==> config.mk <==
export PLATFORM = sky130hd
export DESIGN_NAME = line_engine_top
export DESIGN_NICKNAME = d
export VERILOG_FILES = /design/src/common/raster_pkg.sv /design/src/common/engine_pkg.sv /design/src/verilog/flex_counter.sv /design/src/draw_line/line_setup.sv /design/src/draw_line/line_stepper.sv /design/src/draw_line/draw_line.sv /design/src/verilog/screen_clip.sv /design/src/verilog/line_engine_top.sv
export SDC_FILE = /design/constraint.sdc
export NUM_CORES = 1
export LEC_CHECK = 0
export BUFFER_PORTS_ARGS = -buffer_cell sky130_fd_sc_hd__clkbuf_2
export CAP_MARGIN = 5
export CORE_MARGIN = 1.5
export CORE_UTILIZATION = 40
export DETAILED_ROUTE_END_ITERATION = 8
export PLACE_DENSITY = 0.65
export SLEW_MARGIN = 20
export SYNTH_ARGS = -nofsm -noshare
export SYNTH_HDL_FRONTEND = slang
export SYNTH_SLANG_ARGS = --single-unit
==> constraint.sdc <==
create_clock -name clk -period 6.75 [get_ports clk]
set_input_delay 1.35 -clock clk [delete_from_list [all_inputs] [get_ports clk]]
set_output_delay 1.35 -clock clk [all_outputs]
set_load 0.05 [all_outputs]
==> src/common/raster_pkg.sv <==
// Geometry types shared by the line engine, imported wherever coordinates or pixels are used
package raster_pkg;

	// One screen coordinate, unsigned
	typedef logic [15:0] coord_t;

	// Bresenham error term
	// Two extra bits so twice a full 16-bit difference still fits signed
	typedef logic signed [17:0] err_t;

	// Line command as sampled on calculate
	typedef struct packed {
		coord_t x1;
		coord_t y1;
		coord_t x2;
		coord_t y2;
	} line_cmd_t;

	// One pixel position, x in the upper half
	typedef struct packed {
		coord_t x;
		coord_t y;
	} pixel_t;

endpackage

==> src/common/engine_pkg.sv <==
// Control types for the line engine, imported by the stepper and used for default widths
package engine_pkg;

	// Stepper FSM states
	// Idle until a line is loaded
	// Run while pixels are handed out
	// Last holds for the single cycle that ends the line
	typedef enum logic [1:0] {
		STEP_IDLE,
		STEP_RUN,
		STEP_LAST
	} step_state_t;

	// Step counter width unless the top level overrides it
	// Wide enough for the longest line on a 16-bit coordinate grid
	parameter int CNT_BITS_DEFAULT = 16;

endpackage

==> src/verilog/flex_counter.sv <==
// Generic up counter with clear, enable and a flag raised when the rollover value is reached
`timescale 1ns/100ps

module flex_counter
#(
	parameter int NUM_CNT_BITS = engine_pkg::CNT_BITS_DEFAULT
)
(
	input  logic                    clk,
	input  logic                    reset,
	input  logic                    clear,
	input  logic                    count_enable,
	input  logic [NUM_CNT_BITS-1:0] rollover_val,
	output logic [NUM_CNT_BITS-1:0] count_out,
	output logic                    rollover_flag
);
	logic [NUM_CNT_BITS-1:0] next_count;

	// Clear takes priority over enable
	// Wraps to zero after reaching the rollover value
	always_comb
	begin
		next_count = count_out;
		if (clear)
			next_count = '0;
		else if (count_enable)
		begin
			if (count_out == rollover_val)
				next_count = '0;
			else
				next_count = count_out + NUM_CNT_BITS'(1);
		end
	end

	always_ff @(posedge clk, negedge reset)
	begin
		if (!reset)
		begin
			count_out <= '0;
			rollover_flag <= 1'b0;
		end
		else
		begin
			count_out <= next_count;
			// Compared against the new count so a zero rollover flags right at clear
			rollover_flag <= (next_count == rollover_val);
		end
	end

endmodule

==> src/draw_line/line_setup.sv <==
// Line setup stage of draw_line, latching a command and deriving deltas, directions and length
`timescale 1ns/100ps

module line_setup
(
	input  logic                  clk,
	input  logic                  reset,
	input  logic                  calculate,
	input  raster_pkg::line_cmd_t cmd,
	output raster_pkg::pixel_t    start,
	output raster_pkg::coord_t    dx,
	output raster_pkg::coord_t    dy,
	output logic                  sx,
	output logic                  sy,
	output raster_pkg::coord_t    length,
	output logic                  load
);
	import raster_pkg::*;

	coord_t abs_dx;
	coord_t abs_dy;
	logic   dir_x;
	logic   dir_y;

	// Absolute differences and step directions
	// A direction bit high means stepping towards larger coordinates
	always_comb
	begin
		if (cmd.x2 >= cmd.x1)
		begin
			abs_dx = cmd.x2 - cmd.x1;
			dir_x = 1'b1;
		end
		else
		begin
			abs_dx = cmd.x1 - cmd.x2;
			dir_x = 1'b0;
		end
		if (cmd.y2 >= cmd.y1)
		begin
			abs_dy = cmd.y2 - cmd.y1;
			dir_y = 1'b1;
		end
		else
		begin
			abs_dy = cmd.y1 - cmd.y2;
			dir_y = 1'b0;
		end
	end

	// Geometry captured on calculate, only read after load
	always_ff @(posedge clk)
	begin
		if (calculate)
		begin
			start <= '{x: cmd.x1, y: cmd.y1};
			dx <= abs_dx;
			dy <= abs_dy;
			sx <= dir_x;
			sy <= dir_y;
			// Major axis sets the number of steps
			length <= (abs_dx > abs_dy) ? abs_dx : abs_dy;
		end
	end

	// Load follows calculate by one cycle, once the registers above are settled
	always_ff @(posedge clk, negedge reset)
	begin
		if (!reset)
			load <= 1'b0;
		else
			load <= calculate;
	end

endmodule

==> src/draw_line/line_stepper.sv <==
// Bresenham stepper of draw_line, moving one pixel along the loaded line per get_pixel
`timescale 1ns/100ps

module line_stepper
(
	input  logic               clk,
	input  logic               reset,
	input  logic               load,
	input  raster_pkg::pixel_t start,
	input  raster_pkg::coord_t dx,
	input  raster_pkg::coord_t dy,
	input  logic               sx,
	input  logic               sy,
	input  logic               get_pixel,
	input  logic               last,
	output raster_pkg::pixel_t cur_pixel,
	output logic               advance,
	output logic               busy,
	output logic               line_done,
	output logic               step_valid
);
	import raster_pkg::*;
	import engine_pkg::*;

	step_state_t state;
	step_state_t next_state;
	err_t        err;
	err_t        err_next;
	err_t        e2;
	err_t        dx_e;
	err_t        dy_e;
	logic        step_x;
	logic        step_y;
	coord_t      x_next;
	coord_t      y_next;

	// Step only when running and the counter has not flagged the final pixel
	// A reload wins over any pending get_pixel
	assign advance = get_pixel && (state == STEP_RUN) && !last && !load;

	// Moore outputs straight from the state register
	assign busy = (state == STEP_RUN);
	assign line_done = (state == STEP_LAST);

	// Error arithmetic, deltas zero extended into the signed term
	assign dx_e = {2'b00, dx};
	assign dy_e = {2'b00, dy};
	assign e2 = err <<< 1;
	assign step_x = (e2 > -dy_e);
	assign step_y = (e2 < dx_e);

	always_comb
	begin
		err_next = err;
		x_next = cur_pixel.x;
		y_next = cur_pixel.y;
		if (step_x)
		begin
			err_next = err_next - dy_e;
			x_next = sx ? cur_pixel.x + 16'd1 : cur_pixel.x - 16'd1;
		end
		if (step_y)
		begin
			err_next = err_next + dx_e;
			y_next = sy ? cur_pixel.y + 16'd1 : cur_pixel.y - 16'd1;
		end
	end

	// Line lifecycle
	always_comb
	begin
		next_state = state;
		if (load)
			next_state = STEP_RUN;
		else
		begin
			case (state)
				STEP_RUN:
					if (last)
						next_state = STEP_LAST;
				STEP_LAST:
					next_state = STEP_IDLE;
				default:
					next_state = STEP_IDLE;
			endcase
		end
	end

	always_ff @(posedge clk, negedge reset)
	begin
		if (!reset)
		begin
			state <= STEP_IDLE;
			step_valid <= 1'b0;
		end
		else
		begin
			state <= next_state;
			// One pulse for the start pixel and one per taken step
			step_valid <= load || advance;
		end
	end

	// Current pixel and error term
	always_ff @(posedge clk)
	begin
		if (load)
		begin
			cur_pixel <= start;
			err <= dx_e - dy_e;
		end
		else if (advance)
		begin
			cur_pixel <= '{x: x_next, y: y_next};
			err <= err_next;
		end
	end

endmodule

==> src/draw_line/draw_line.sv <==
// Line drawing block, stepping a commanded line one pixel per get_pixel strobe
`timescale 1ns/100ps

module draw_line
#(
	parameter int CNT_BITS = engine_pkg::CNT_BITS_DEFAULT
)
(
	input  logic                  clk,
	input  logic                  reset,
	input  logic                  calculate,
	input  raster_pkg::line_cmd_t cmd,
	input  logic                  get_pixel,
	output logic                  busy,
	output logic                  line_done,
	output raster_pkg::pixel_t    cur_pixel,
	output logic                  step_valid,
	output logic                  new_line
);
	import raster_pkg::*;

	pixel_t start;
	coord_t dx;
	coord_t dy;
	logic   sx;
	logic   sy;
	coord_t length;
	logic   load;
	logic   advance;
	logic   last;

	// Endpoint capture and delta math
	line_setup setup_inst (
		.clk      (clk),
		.reset    (reset),
		.calculate(calculate),
		.cmd      (cmd),
		.start    (start),
		.dx       (dx),
		.dy       (dy),
		.sx       (sx),
		.sy       (sy),
		.length   (length),
		.load     (load)
	);

	// Error accumulator and pixel position
	line_stepper stepper_inst (
		.clk       (clk),
		.reset     (reset),
		.load      (load),
		.start     (start),
		.dx        (dx),
		.dy        (dy),
		.sx        (sx),
		.sy        (sy),
		.get_pixel (get_pixel),
		.last      (last),
		.cur_pixel (cur_pixel),
		.advance   (advance),
		.busy      (busy),
		.line_done (line_done),
		.step_valid(step_valid)
	);

	// Step counter, cleared at load so the flag sees the new length
	// Rollover marks the final pixel of the line
	flex_counter #(
		.NUM_CNT_BITS(CNT_BITS)
	) step_counter_inst (
		.clk          (clk),
		.reset        (reset),
		.clear        (load),
		.count_enable (advance),
		.rollover_val (CNT_BITS'(length)),
		.count_out    (),
		.rollover_flag(last)
	);

	// Lines up with the start pixel's step_valid pulse
	always_ff @(posedge clk, negedge reset)
	begin
		if (!reset)
			new_line <= 1'b0;
		else
			new_line <= load;
	end

endmodule

==> src/verilog/screen_clip.sv <==
// Screen clip stage, passing on-screen pixels from the stepper and counting those accepted
`timescale 1ns/100ps

module screen_clip
#(
	parameter int SCREEN_W = 640,
	parameter int SCREEN_H = 480
)
(
	input  logic               clk,
	input  logic               reset,
	input  logic               new_line,
	input  raster_pkg::pixel_t cur_pixel,
	input  logic               step_valid,
	output raster_pkg::pixel_t pixel,
	output logic               pixel_valid,
	output raster_pkg::coord_t pixel_count
);
	import raster_pkg::*;

	logic on_screen;
	logic accept;

	// Unsigned coordinates, so only the upper bounds matter
	assign on_screen = (cur_pixel.x < coord_t'(SCREEN_W)) && (cur_pixel.y < coord_t'(SCREEN_H));
	assign accept = step_valid && on_screen;

	// Pixel payload
	always_ff @(posedge clk)
	begin
		if (step_valid)
			pixel <= cur_pixel;
	end

	always_ff @(posedge clk, negedge reset)
	begin
		if (!reset)
		begin
			pixel_valid <= 1'b0;
			pixel_count <= '0;
		end
		else
		begin
			pixel_valid <= accept;
			// Start pixel arrives with new_line and opens the count
			if (new_line)
				pixel_count <= accept ? 16'd1 : 16'd0;
			else if (accept)
				pixel_count <= pixel_count + 16'd1;
		end
	end

endmodule

==> src/verilog/line_engine_top.sv <==
// Line engine top level, joining the line stepper to the screen clip and fixing their sizes
`timescale 1ns/100ps

module line_engine_top
#(
	parameter int CNT_BITS = engine_pkg::CNT_BITS_DEFAULT,
	parameter int SCREEN_W = 640,
	parameter int SCREEN_H = 480
)
(
	input  logic                  clk,
	input  logic                  reset,
	input  logic                  calculate,
	input  raster_pkg::line_cmd_t cmd,
	input  logic                  get_pixel,
	output logic                  busy,
	output logic                  line_done,
	output raster_pkg::pixel_t    pixel,
	output logic                  pixel_valid,
	output raster_pkg::coord_t    pixel_count
);
	import raster_pkg::*;

	pixel_t cur_pixel;
	logic   step_valid;
	logic   new_line;

	// Pixel stepping
	draw_line #(
		.CNT_BITS(CNT_BITS)
	) draw_line_inst (
		.clk       (clk),
		.reset     (reset),
		.calculate (calculate),
		.cmd       (cmd),
		.get_pixel (get_pixel),
		.busy      (busy),
		.line_done (line_done),
		.cur_pixel (cur_pixel),
		.step_valid(step_valid),
		.new_line  (new_line)
	);

	// Screen bounds check and accepted pixel count
	screen_clip #(
		.SCREEN_W(SCREEN_W),
		.SCREEN_H(SCREEN_H)
	) screen_clip_inst (
		.clk        (clk),
		.reset      (reset),
		.new_line   (new_line),
		.cur_pixel  (cur_pixel),
		.step_valid (step_valid),
		.pixel      (pixel),
		.pixel_valid(pixel_valid),
		.pixel_count(pixel_count)
	);

endmodule

# [Word-level counts from Yosys, hierarchy flattened]
# Cells that the tools add are included.
[totals] input_bits=68 mem_bits_ro=0 memories=0 register_bits=203 word_cells=84 latch_bits=0 ramBits=0
[classes] mux=24 order_cmp=7 bitwise=0 n_addsub=14 div_mod_pow=0 n_reduce_logical=14 shifts=0 n_mul=0 eq_ne=5
[ops] cell="2-to-1 mux 16 bit" count=12
[ops] cell="2-to-1 mux 18 bit" count=4
[ops] cell="adder 16 x 1 -> 16 bit, second input constant" count=4
[ops] cell="2-to-1 mux 32 bit" count=2
[ops] cell="subtractor 16 bit" count=4
[ops] cell="equality test 16 bit" count=2
[ops] cell="greater-or-equal comparator 16 bit" count=2
[ops] cell="subtractor 16 x 1 -> 16 bit, second input constant" count=2
[ops] cell="adder 18 x 17 -> 18 bit" count=1
[ops] cell="> comparator 18 bit" count=1
[ops] cell="< comparator 18 x 17 -> 1 bit" count=1
[ops] cell="negator 16 -> 18 bit" count=1
[ops] cell="subtractor 18 x 17 -> 18 bit" count=1
[ops] cell="subtractor 16 x 16 -> 17 bit" count=1
[ops] cell="> comparator 16 bit" count=1
[ops] cell="< comparator 16 x 10 -> 1 bit, second input constant" count=1
[ops] cell="< comparator 16 x 9 -> 1 bit, second input constant" count=1
[ops] cell="nonzero test 2 bit" count=4
[ops] cell="2-to-1 mux 2 bit" count=3
[ops] cell="logical AND 1 bit" count=5
[ops] cell="AND reduction 2 bit" count=2
[ops] cell="2-to-1 mux 1 bit" count=3
[ops] cell="!= test 3 x 1 -> 1 bit, second input constant" count=1
[ops] cell="equality test 2 x 1 -> 1 bit, second input constant" count=1
[ops] cell="other kinds (3)" count=4

# [Logic depth before layout (Yosys ltp)]
# Gate-level depths: netlist of the first run.
[depth] word_depth=7 ltp_mapped=29

# [Modules after synthesis]
# From an unflattened synthesis of the first run, not the netlist that was laid out.
[hier_totals] cells_unflattened=1802 hier_area_um2=17005.1
[modules_own_cells] module="line_stepper" area_each_um2=7053.0 n_inst=1 cells_each=846
[modules_own_cells] module="line_setup" area_each_um2=6522.5 n_inst=1 cells_each=655
[modules_own_cells] module="screen_clip" area_each_um2=1945.6 n_inst=1 cells_each=135
[modules_own_cells] module="flex_counter" area_each_um2=1458.9 n_inst=1 cells_each=165
[modules_own_cells] module="draw_line" area_each_um2=25.0 n_inst=1 cells_each=1

# [Worst setup path after synthesis of the first run]
# OpenSTA, ideal clock, no wires.
[synth_path] path_kind="reg-to-reg" startpoint="reg draw_line_inst.setup_inst.dy[1]" endpoint="reg draw_line_inst.stepper_inst.err[15] (data pin)" t_required_ns=6.493 setup_slack_ns=1.130 arrival_time_ns=5.363 path_stages_with_launch=26 setup_ns=0.257 cell_sequence="edfxtp_1 -> inv_1 -> and4_1 -> nand3_1 -> nor3b_1 -> nand2_1 -> xnor2_1 -> ha_1 -> a21o_1 -> a2111oi_0 -> o31ai_1 -> nand2_1 -> mux2_2 -> buf_2 -> mux2i_1 -> inv_1 -> ha_1 -> a211oi_2 -> o21bai_1 -> a211o_1 -> a31oi_2 -> a211oi_1 -> nand4bb_1 -> o21ai_0 -> or4_1 -> a32o_1"
[synth_between] elab_chain_len=7 word_cells_on_any_way=9
[synth_rtl] item="start: declaration" line="line_setup.sv:12" rtl="output raster_pkg::coord_t dy,"
[synth_rtl] item="start signal: assignment" line="line_setup.sv:58" rtl="dy <= abs_dy;"
[synth_rtl] item="negator 16 -> 18 bit" line="line_stepper.sv:49" rtl="assign step_x = (e2 > -dy_e);"
[synth_rtl] item="> comparator 18 bit" line="line_stepper.sv:49"
[synth_rtl] item="2-to-1 mux 18 bit" line="line_stepper.sv:57" rtl="if (step_x)"
[synth_rtl] item="adder 18 x 17 -> 18 bit" line="line_stepper.sv:64" rtl="err_next = err_next + dx_e;"
[synth_rtl] item="2-to-1 mux 18 bit" line="line_stepper.sv:62" rtl="if (step_y)"
[synth_rtl] item="2-to-1 mux 18 bit" line="line_stepper.sv:112" rtl="else if (advance)"
[synth_rtl] item="2-to-1 mux 18 bit (*)" line="line_stepper.sv:107" rtl="if (load)"
[synth_rtl] item="end signal: assignment" line="line_stepper.sv:110" rtl="err <= dx_e - dy_e;"
[synth_rtl] item="end signal: assignment" line="line_stepper.sv:115" rtl="err <= err_next;"
[synth_rtl] item="end: declaration" line="line_stepper.sv:27" rtl="err_t err;"
# Mark *: on every way between the ends. The rest lies on a longest branch, timed or not. The select of a mux whose other input is x is not followed.
# A chain may end at the register's enable or synchronous reset.

# [Worst setup path after layout of the first run]
# Same ends and word-level chain as after synthesis.

==> implementation parameters, run 1 <==
Parameter                              Value

Place
  Routability-driven placement congestion ratio    0.874
  Final HPWL DP    roughly 32 mm
  Setup Slack @ Placement    between 100 and 150 ps
  Number of I/O port buffers    about 120
  DP Cell Count    about 2300

Detailed routing
  Iter 0 DRT Violations    964
  ANT nets after route    0
  Total wire length    41.7 mm
  Number of search-and-repair iterations in the first detailed-routing pass    5
  Remaining design rule violation count    0
  Routed wire per std cell    18.0 um
  Drt via density    roughly 5.5
  Number of vias in the routed layout    12715

STA
  RSZ-0062 raised after global routing    false
  Count of final setup violators    0
  Final critical-path share of the clock period    about 95%
  Final sum of negative setup slack    0 ps
  Slew at the pin closest to its max-slew limit    1050 ps
  Final hold violation count    0
  Count of pins over their slew limit    0
  Time the worst path needs with I/O delays and setup    6410 ps
  Worst-case setup margin in the final layout    roughly 340 ps
  Worst slew margin    between 20% and 30%
  Worst clock skew on the final layout    between 7 and 8 ps
  Upper clock frequency limit    between 150 and 200 MHz

Clock network
  Clock buffers created by TritonCTS    24
  CTS hold repair buffers    0
  Clock root buffer    clkbuf_16
  Clock Pin Slew Worst Setup and Hold Paths    about 60 ps
  Post-CTS setup buffer count    0
  Buffer depth of the longest clock path    3
  Sink count of the clock tree    roughly 200
  Clock tree from TritonCTS    yes
  Clock network latency to the later pin of the worst-skew pair    540 ps
  H-Tree Depth    1

Logic synthesis
  Area of the mapped netlist    between 15000 and 20000 um2
  Top-area cell type share of the netlist area    between 30% and 40%
  Post-synth ARST share    between 10% and 20%
  Post-synthesis mux area share    2.39%
  Complex-gate fraction of the synthesized area    17.6%
  Post-synth EDFFs    about 160
  Post-Syn Instances    between 1500 and 2000
  Synthesized-area fraction occupied by xor and xnor cells    around 8.6%
  Adder-Cell Fraction of Synth Area    between 15 and 20%
  Syn nets    approximately 1900
  Dominant combinational cell family by area after synthesis    compound AO/OA/AOI/OAI gates
  Yosys warning count    0
  Synth Area in Simple Gates    about 14%
  #FFs+latches synth    202
  Most used flip-flop cell after synthesis    edfxtp_1
  Sequential-to-total area share from yosys stat    between 30% and 40%
  Library cells used by synthesis    91
  Post-synth top area cell    edfxtp_1
  Synth top area cells    edfxtp_1 (31%), ha_1 (15%), dfrtp_1 (6.1%)
  Syn avg cell area    9.52 um2

Outcome
  Outcome    finished, final reports clean

Worst setup path
  Slowest Stage Delay on Critical Path    520 ps
  Kind of end point of the critical path    flop
  Count of buffering cells on the critical path with inverters included    2
  Top fanout value on the critical path    8
  CP Data Required Time    slightly above 7000 ps
  Signal arrival time at the worst endpoint    6710 ps
  Worst Path Class, Setup    reg -> reg
  Worst path slowest cell    or4_1
  Setup slack on the worst flop-to-flop path    roughly 340 ps
  Chain of cells forming the critical path    inv_1 > and4_1 > nand3_1 > nor3b_2 > nand2_1 > xnor2_1 > ha_1 > and4_1 > a2111oi_1 > o31ai_1 > nand2_1 > mux2_2 > mux2i_2 > inv_1 > ha_1 > a211oi_2 > o21bai_1 > a211o_1 > a31oi_2 > a211oi_1 > a21o_1 > a2111oi_1 > or4_1 > a32o_1
  Kind of cell adding the most delay to the critical path    compound AO/OA/AOI/OAI gates
  Startpoint kind of the worst setup timing path    flop

Final layout
  Count of placed standard cells in the final layout, fillers left out    2319
  Synthesis-to-layout area growth    12.2%
  Antenna cells    0
  Commonest cells after routing, fill and taps aside    ha_1 (188), edfxtp_1 (163), inv_1 (150)
  Area taken by flip-flops and latches    about 6000 um2
  Most frequent standard cell in the layout excluding fill and tap cells    ha_1
  Nets@finish    about 2000
  Fraction of final layout cells with drive strength greater than 1    between 10% and 20%
  Fill cell instance count of the final layout    about 3700
  Area of the multi-input gates    ~9300 um2

Power and ir drop
  NetSw    around 3.5 mW
  Total Power Consumption    between 7 and 8 mW
  Clock group share of total power    16.6%
  Peak supply drop    0.250 mV
  Seq pwr share    a little over a quarter
  Internal power of the cells    4.42 mW
  Relative contribution of combinational cells to total power    approximately 56%
  Lkg Pwr    7.97 nW
  Net switching fraction of the power    between 40 and 50%
  Power per unit of standard cell area    441 nW/um2

Job
  Max capacitance violation total    0

Global routing
  Wire length of the first global-routing pass    approximately 66 mm
  Via count of the first global-routing pass    about 12000
  Met2 GRT Util    about 32%
  Antenna violations before repair    0
  Layer with the highest usage    met2
  Global Route met1 Usage    between 20% and 30%
  Pin count of the biggest net entering global routing    106
  Total track usage    20.0%
  Residual overflow from global routing    0
  M3 GR Usage    under 10%

Die
  Die Outline Area    41000 um2
  Boundary pin count    between 100 and 150
  Floorplan die width    approximately 200 um
  Std-Cell Core Area    about 39000 um2
  Standard-cell row count    between 70 and 80
  Height of the chip    202 um
  Initial core utilization    between 40% and 50%

Min path
  Worst hold path class    reg -> reg
[worst reg2reg max path, delay by kind of cell (launching register included)]
family | cells | cell delay, ps
simple gates | 7 | 1720
buf+inv | 2 | 310
mux | 2 | 610
compound gates | 10 | 2270
flops | 1 | 480
xor+xnor | 1 | 150
fa+ha+maj | 2 | 630
[cells in the mapped netlist (4+ instances only)]
library cell,number
a211oi_1,15
a21o_1,49
a21oi_1,131
a221o_1,4
a22oi_1,6
a31oi_1,19
and2_1,6
and3_1,15
and4_1,7
buf_2,13
buf_4,10
clkbuf_1,19
dfrtp_1,39
edfxtp_1,163
fa_1,9
ha_1,188
inv_1,150
mux2_2,12
mux2i_1,23
nand2_1,122
nand2b_1,16
nand3_1,36
nand4_1,21
nor2_1,131
nor2b_1,19
nor3_1,28
nor4_1,10
o2111ai_1,4
o211ai_1,9
o21a_1,12
o21ai_0,111
o21bai_1,12
o31a_1,5
o31ai_1,10
o41ai_1,4
or2_2,5
or3_1,11
xnor2_1,79
xor2_1,77
[registers in the layout, indices dropped and copies added, names as in the netlist, 16 cells and up]
signal                                      count
draw_line_inst.setup_inst.dx                   16
draw_line_inst.setup_inst.dy                   16
draw_line_inst.setup_inst.length               16
draw_line_inst.setup_inst.start                32
draw_line_inst.step_counter_inst.count_out     16
draw_line_inst.stepper_inst.cur_pixel          32
draw_line_inst.stepper_inst.err                17
screen_clip_inst.pixel                         32
screen_clip_inst.pixel_count                   16
[power by group through the flow]
stage	registers [mW]	logic, mW	clock network [mW]
3_3_place_gp	2.16	4.25	0
6_report	2.13	4.43	1.31
2_1_floorplan	2.30	3.18	0
5_1_grt	2.18	4.94	1.38
3_5_place_dp	2.16	4.37	0
4_1_cts	2.14	4.40	1.34
[cell type report]
| type | count | area share [%] |
|---|---|---|
| flip-flops and latches | 202 | 32.9 |
| multi-input cells | 1272 | 51.9 |
| repair buffers | 132 | 3.95 |
| well taps | 518 | 3.63 |
| clock inverters | 15 | 0.729 |
| inverters | 151 | 3.18 |
| clock buffers | 29 | 3.76 |
[timing repair]
action                                 in CTS  in global routing
setup endpoints to repair                   0                  5
resized for setup                           0                  4
endpoints found under the hold margin       0                  0
[cells by family after synthesis]
| logic type | after synthesis |
|---|---|
| flip-flops | 202 |
| AO/OA/AOI/OAI | 437 |
| adder cells (fa/ha/maj) | 197 |
| multiplexers | 36 |
| buffers and inverters | 197 |
| XOR/XNOR | 156 |
| AND/OR/NAND/NOR | 446 |
[metal layers]
metal / up-vias / part of all wire [%]
met1: 6053 / 48
met2: 335 / 45
li1: 6267 / -
met4: 0 / 2.3
met5: - / 0
met3: 60 / 4.5
[through the flow]
step	area, um2	hold slack [ps]	util (%)
2_1_floorplan	15900	433	-
3_3_place_gp	17000	443	43.8
3_5_place_dp	17000	443	43.8
4_1_cts	17800	457	45.8
5_1_grt	17800	491	45.9
6_report	17800	456	45.9
[path summary, 6_finish.rpt]
kind                                                           from                                       endpoint  cells past startpoint
max in group asynchronous                                     reset                 draw_line_inst.setup_inst.load                      2
min                        draw_line_inst.stepper_inst.cur_pixel[4]                      screen_clip_inst.pixel[4]                      0
max                                 draw_line_inst.setup_inst.dy[1]            draw_line_inst.stepper_inst.err[15]                     24
min in group asynchronous                                     reset  draw_line_inst.step_counter_inst.count_out[2]                      2
max reg2reg                         draw_line_inst.setup_inst.dy[1]            draw_line_inst.stepper_inst.err[15]                     24
min reg2reg                draw_line_inst.stepper_inst.cur_pixel[4]                      screen_clip_inst.pixel[4]                      0
Note: power is estimated with default switching activity, not from simulation.
==> run 2, diff against run 1 <==
--- a/config.mk
+++ b/config.mk
@@ -11,4 +11,5 @@
 export CORE_UTILIZATION = 40
 export DETAILED_ROUTE_END_ITERATION = 8
+export GPL_ROUTABILITY_DRIVEN = 0
 export PLACE_DENSITY = 0.65
 export SLEW_MARGIN = 20
==> constraint.sdc (replaced) <==
create_clock -name clk -period 6.75 [get_ports clk]
set_input_delay 0 -clock clk [delete_from_list [all_inputs] [get_ports clk]]
set_output_delay 0 -clock clk [all_outputs]
set_load 0.05 [all_outputs]
==> run 2 against run 1 <==
Against the previous run: utilization increased by 0.77 points; register-to-register slack improved by 140 ps; via count grew 0.98%; clock skew is 24 ps higher; sequential power about the same; worst hold slack got worse by 400 ps; clock-buffer cell count did not move; critical path type unchanged; highest routed layer unchanged.
==> implementation parameters, run 2 (same netlist as run 1, synthesis figures left out) <==
Parameter                              Value

Clock network
  Clock buffers created by TritonCTS    25
  Post-CTS setup buffer count    0
  Buffer depth of the longest clock path    3
  H-Tree Depth    1
  Clock Pin Slew Worst Setup and Hold Paths    roughly 60 ps
  Clock network latency to the later pin of the worst-skew pair    550 ps
  Clock tree from TritonCTS    yes
  Clock root buffer    clkbuf_16
  Sink count of the clock tree    between 200 and 250

Final layout
  Final std cell area, no fill    between 15000 and 20000 um2
  Finished Core Util    about 47%
  Antenna cells    0
  Most frequent standard cell in the layout excluding fill and tap cells    ha_1
  Fill cell instance count of the final layout    approximately 3700
  Synthesis-to-layout area growth    14.0%
  Nets@finish    around 2100
  Commonest cells after routing, fill and taps aside    ha_1 (188), edfxtp_1 (163), inv_1 (150)
  Largest registers    draw_line_inst.setup_inst.start (32), draw_line_inst.stepper_inst.cur_pixel (32), screen_clip_inst.pixel (32)
  Count of placed standard cells in the final layout, fillers left out    around 2400
  Fraction of final layout cells with drive strength greater than 1    a little under an eighth

STA
  Slew at the pin closest to its max-slew limit    about 1100 ps
  Count of final setup violators    0
  Final hold violation count    0
  Upper clock frequency limit    159 MHz
  Final sum of negative setup slack    0 ps
  RSZ-0062 raised after global routing    false
  Worst clock skew on the final layout    approximately 31 ps
  Final critical-path share of the clock period    between 90% and 100%
  Count of pins over their slew limit    0
  Worst slew margin    27.7%
  Worst-case setup margin in the final layout    around 480 ps
  Time the worst path needs with I/O delays and setup    around 6300 ps
  Hold slack    54.5 ps

Worst setup path
  Slowest Stage Delay on Critical Path    520 ps
  Top fanout value on the critical path    8
  Worst Path Class, Setup    reg -> reg
  Crit-path most repeated cell    ha_1
  CP Data Required Time    around 7000 ps
  Setup slack on the worst flop-to-flop path    roughly 480 ps
  Worst path slowest cell    or4_1
  Kind of end point of the critical path    flop
  Signal arrival time at the worst endpoint    ~6600 ps
  Startpoint kind of the worst setup timing path    flop
  Chain of cells forming the critical path    inv_1 > ha_1 > nand4_1 > nor2_1 > nand3_1 > nor4_1 > ha_1 > and4_1 > a2111oi_0 > o31ai_1 > nand2_1 > mux2_2 > mux2i_1 > inv_1 > ha_1 > a211oi_2 > o21bai_1 > a211o_1 > a31oi_2 > a211oi_1 > a21o_1 > a2111oi_0 > or4_1 > a32o_1

Power and ir drop
  Seq pwr share    27.3%
  Peak supply drop    around 0.24 mV
  Lkg Pwr    8.08 nW
  Total Power Consumption    approximately 8 mW
  Internal power of the cells    4.39 mW
  Clock group share of total power    16.4%
  Net switching fraction of the power    around 44%
  NetSw    roughly 3.5 mW
  Power per unit of standard cell area    433 nW/um2
  Relative contribution of combinational cells to total power    56.3%

Die
  Floorplan die width    202 um
  Die Outline Area    41000 um2
  Boundary pin count    119
  Standard-cell row count    a little over 70
  Initial core utilization    40.9%
  Std-Cell Core Area    38900 um2
  Height of the chip    roughly 200 um

Global routing
  Antenna violations before repair    0
  Residual overflow from global routing    0
  Total track usage    19.6%
  Via count of the first global-routing pass    approximately 12000
  Pin count of the biggest net entering global routing    107
  Wire length of the first global-routing pass    around 65 mm

Place
  DP Cell Count    2269
  Final HPWL DP    between 30 and 40 mm
  Number of I/O port buffers    between 100 and 150
  Setup Slack @ Placement    ~480 ps
  Placed Instance Area    between 15000 and 20000 um2

Detailed routing
  Total wire length    between 40 and 50 mm
  Iter 0 DRT Violations    about 960
  Drt via density    5.46
  Number of search-and-repair iterations in the first detailed-routing pass    5
  Remaining design rule violation count    0
  Number of vias in the routed layout    approximately 13000
  Routed wire per std cell    17.4 um
  ANT nets after route    0

Outcome
  Outcome    finished, final reports clean

Job
  Max capacitance violation total    0

Min path
  Worst hold path class    in -> reg
-- run 2: cell count changes in the layout (fill, tap and decap cells not counted), sizes merged --
| cell | delta |
|---|---|
| clkbuf | -1 |
| clkinv | +1 |
| inv | -1 |
| dlygate4sd3 | +35 |
| clkinvlp | +2 |
| buf | -4 |
-- run 2: worst paths after layout --
path                                                        to                                startpoint  cells past startpoint
setup reg to reg           draw_line_inst.stepper_inst.err[15]           draw_line_inst.setup_inst.dy[1]                     24
max in group asynchronous       draw_line_inst.setup_inst.load                                     reset                      2
setup / recovery           draw_line_inst.stepper_inst.err[15]           draw_line_inst.setup_inst.dy[1]                     24
hold / removal                 draw_line_inst.setup_inst.dx[1]                                   cmd[17]                      3
min in group asynchronous      screen_clip_inst.pixel_count[8]                                     reset                      2
hold reg to reg                      screen_clip_inst.pixel[2]  draw_line_inst.stepper_inst.cur_pixel[2]                      0
-- run 2: what timing repair did --
item                                    CTS  global route
gates resized for setup                   0             1
endpoints found under the setup margin    0             1
endpoints found under the hold margin    76             0
hold buffers                             35             0
-- run 2: power groups by stage --
stage          clock (mW)  combinational, mW  sequential, mW
2_1_floorplan           0               3.18            2.30
3_3_place_gp            0               4.19            2.16
3_5_place_dp            0               4.34            2.17
4_1_cts              1.31               4.39            2.14
5_1_grt              1.36               4.94            2.18
6_report             1.29               4.42            2.14
-- run 2: area by class of cell --
class | count | area, um2 | share of cell area [%]
Multi-Input combinational cell | 1272 | 9250 | 51.0
Clock buffer | 29 | 651 | 3.59
Clock inverter | 17 | 138 | 0.758
Tap cell | 518 | 648 | 3.57
Inverter | 151 | 567 | 3.12
Sequential cell | 202 | 5870 | 32.4
Timing Repair Buffer | 162 | 1020 | 5.64
-- run 2: metal layers --
layer / global-route usage (%) / vias up / routed length, um
met5: 0 / - / 0
met4: 7.49 / 0 / 1530
met3: 2.42 / 102 / 1860
met1: 27.4 / 6055 / 19200
met2: 31.0 / 359 / 18400
li1: - / 6324 / -
-- run 2: critical path: cells and delay by family (launching register included) --
kind | cells | cell delay [ps]
buffers and inverters | 2 | 290
flip-flops | 1 | 460
AND/OR/NAND/NOR | 7 | 1580
AO/OA/AOI/OAI | 10 | 2170
multiplexers | 2 | 620
adder cells (fa/ha/maj) | 3 | 880
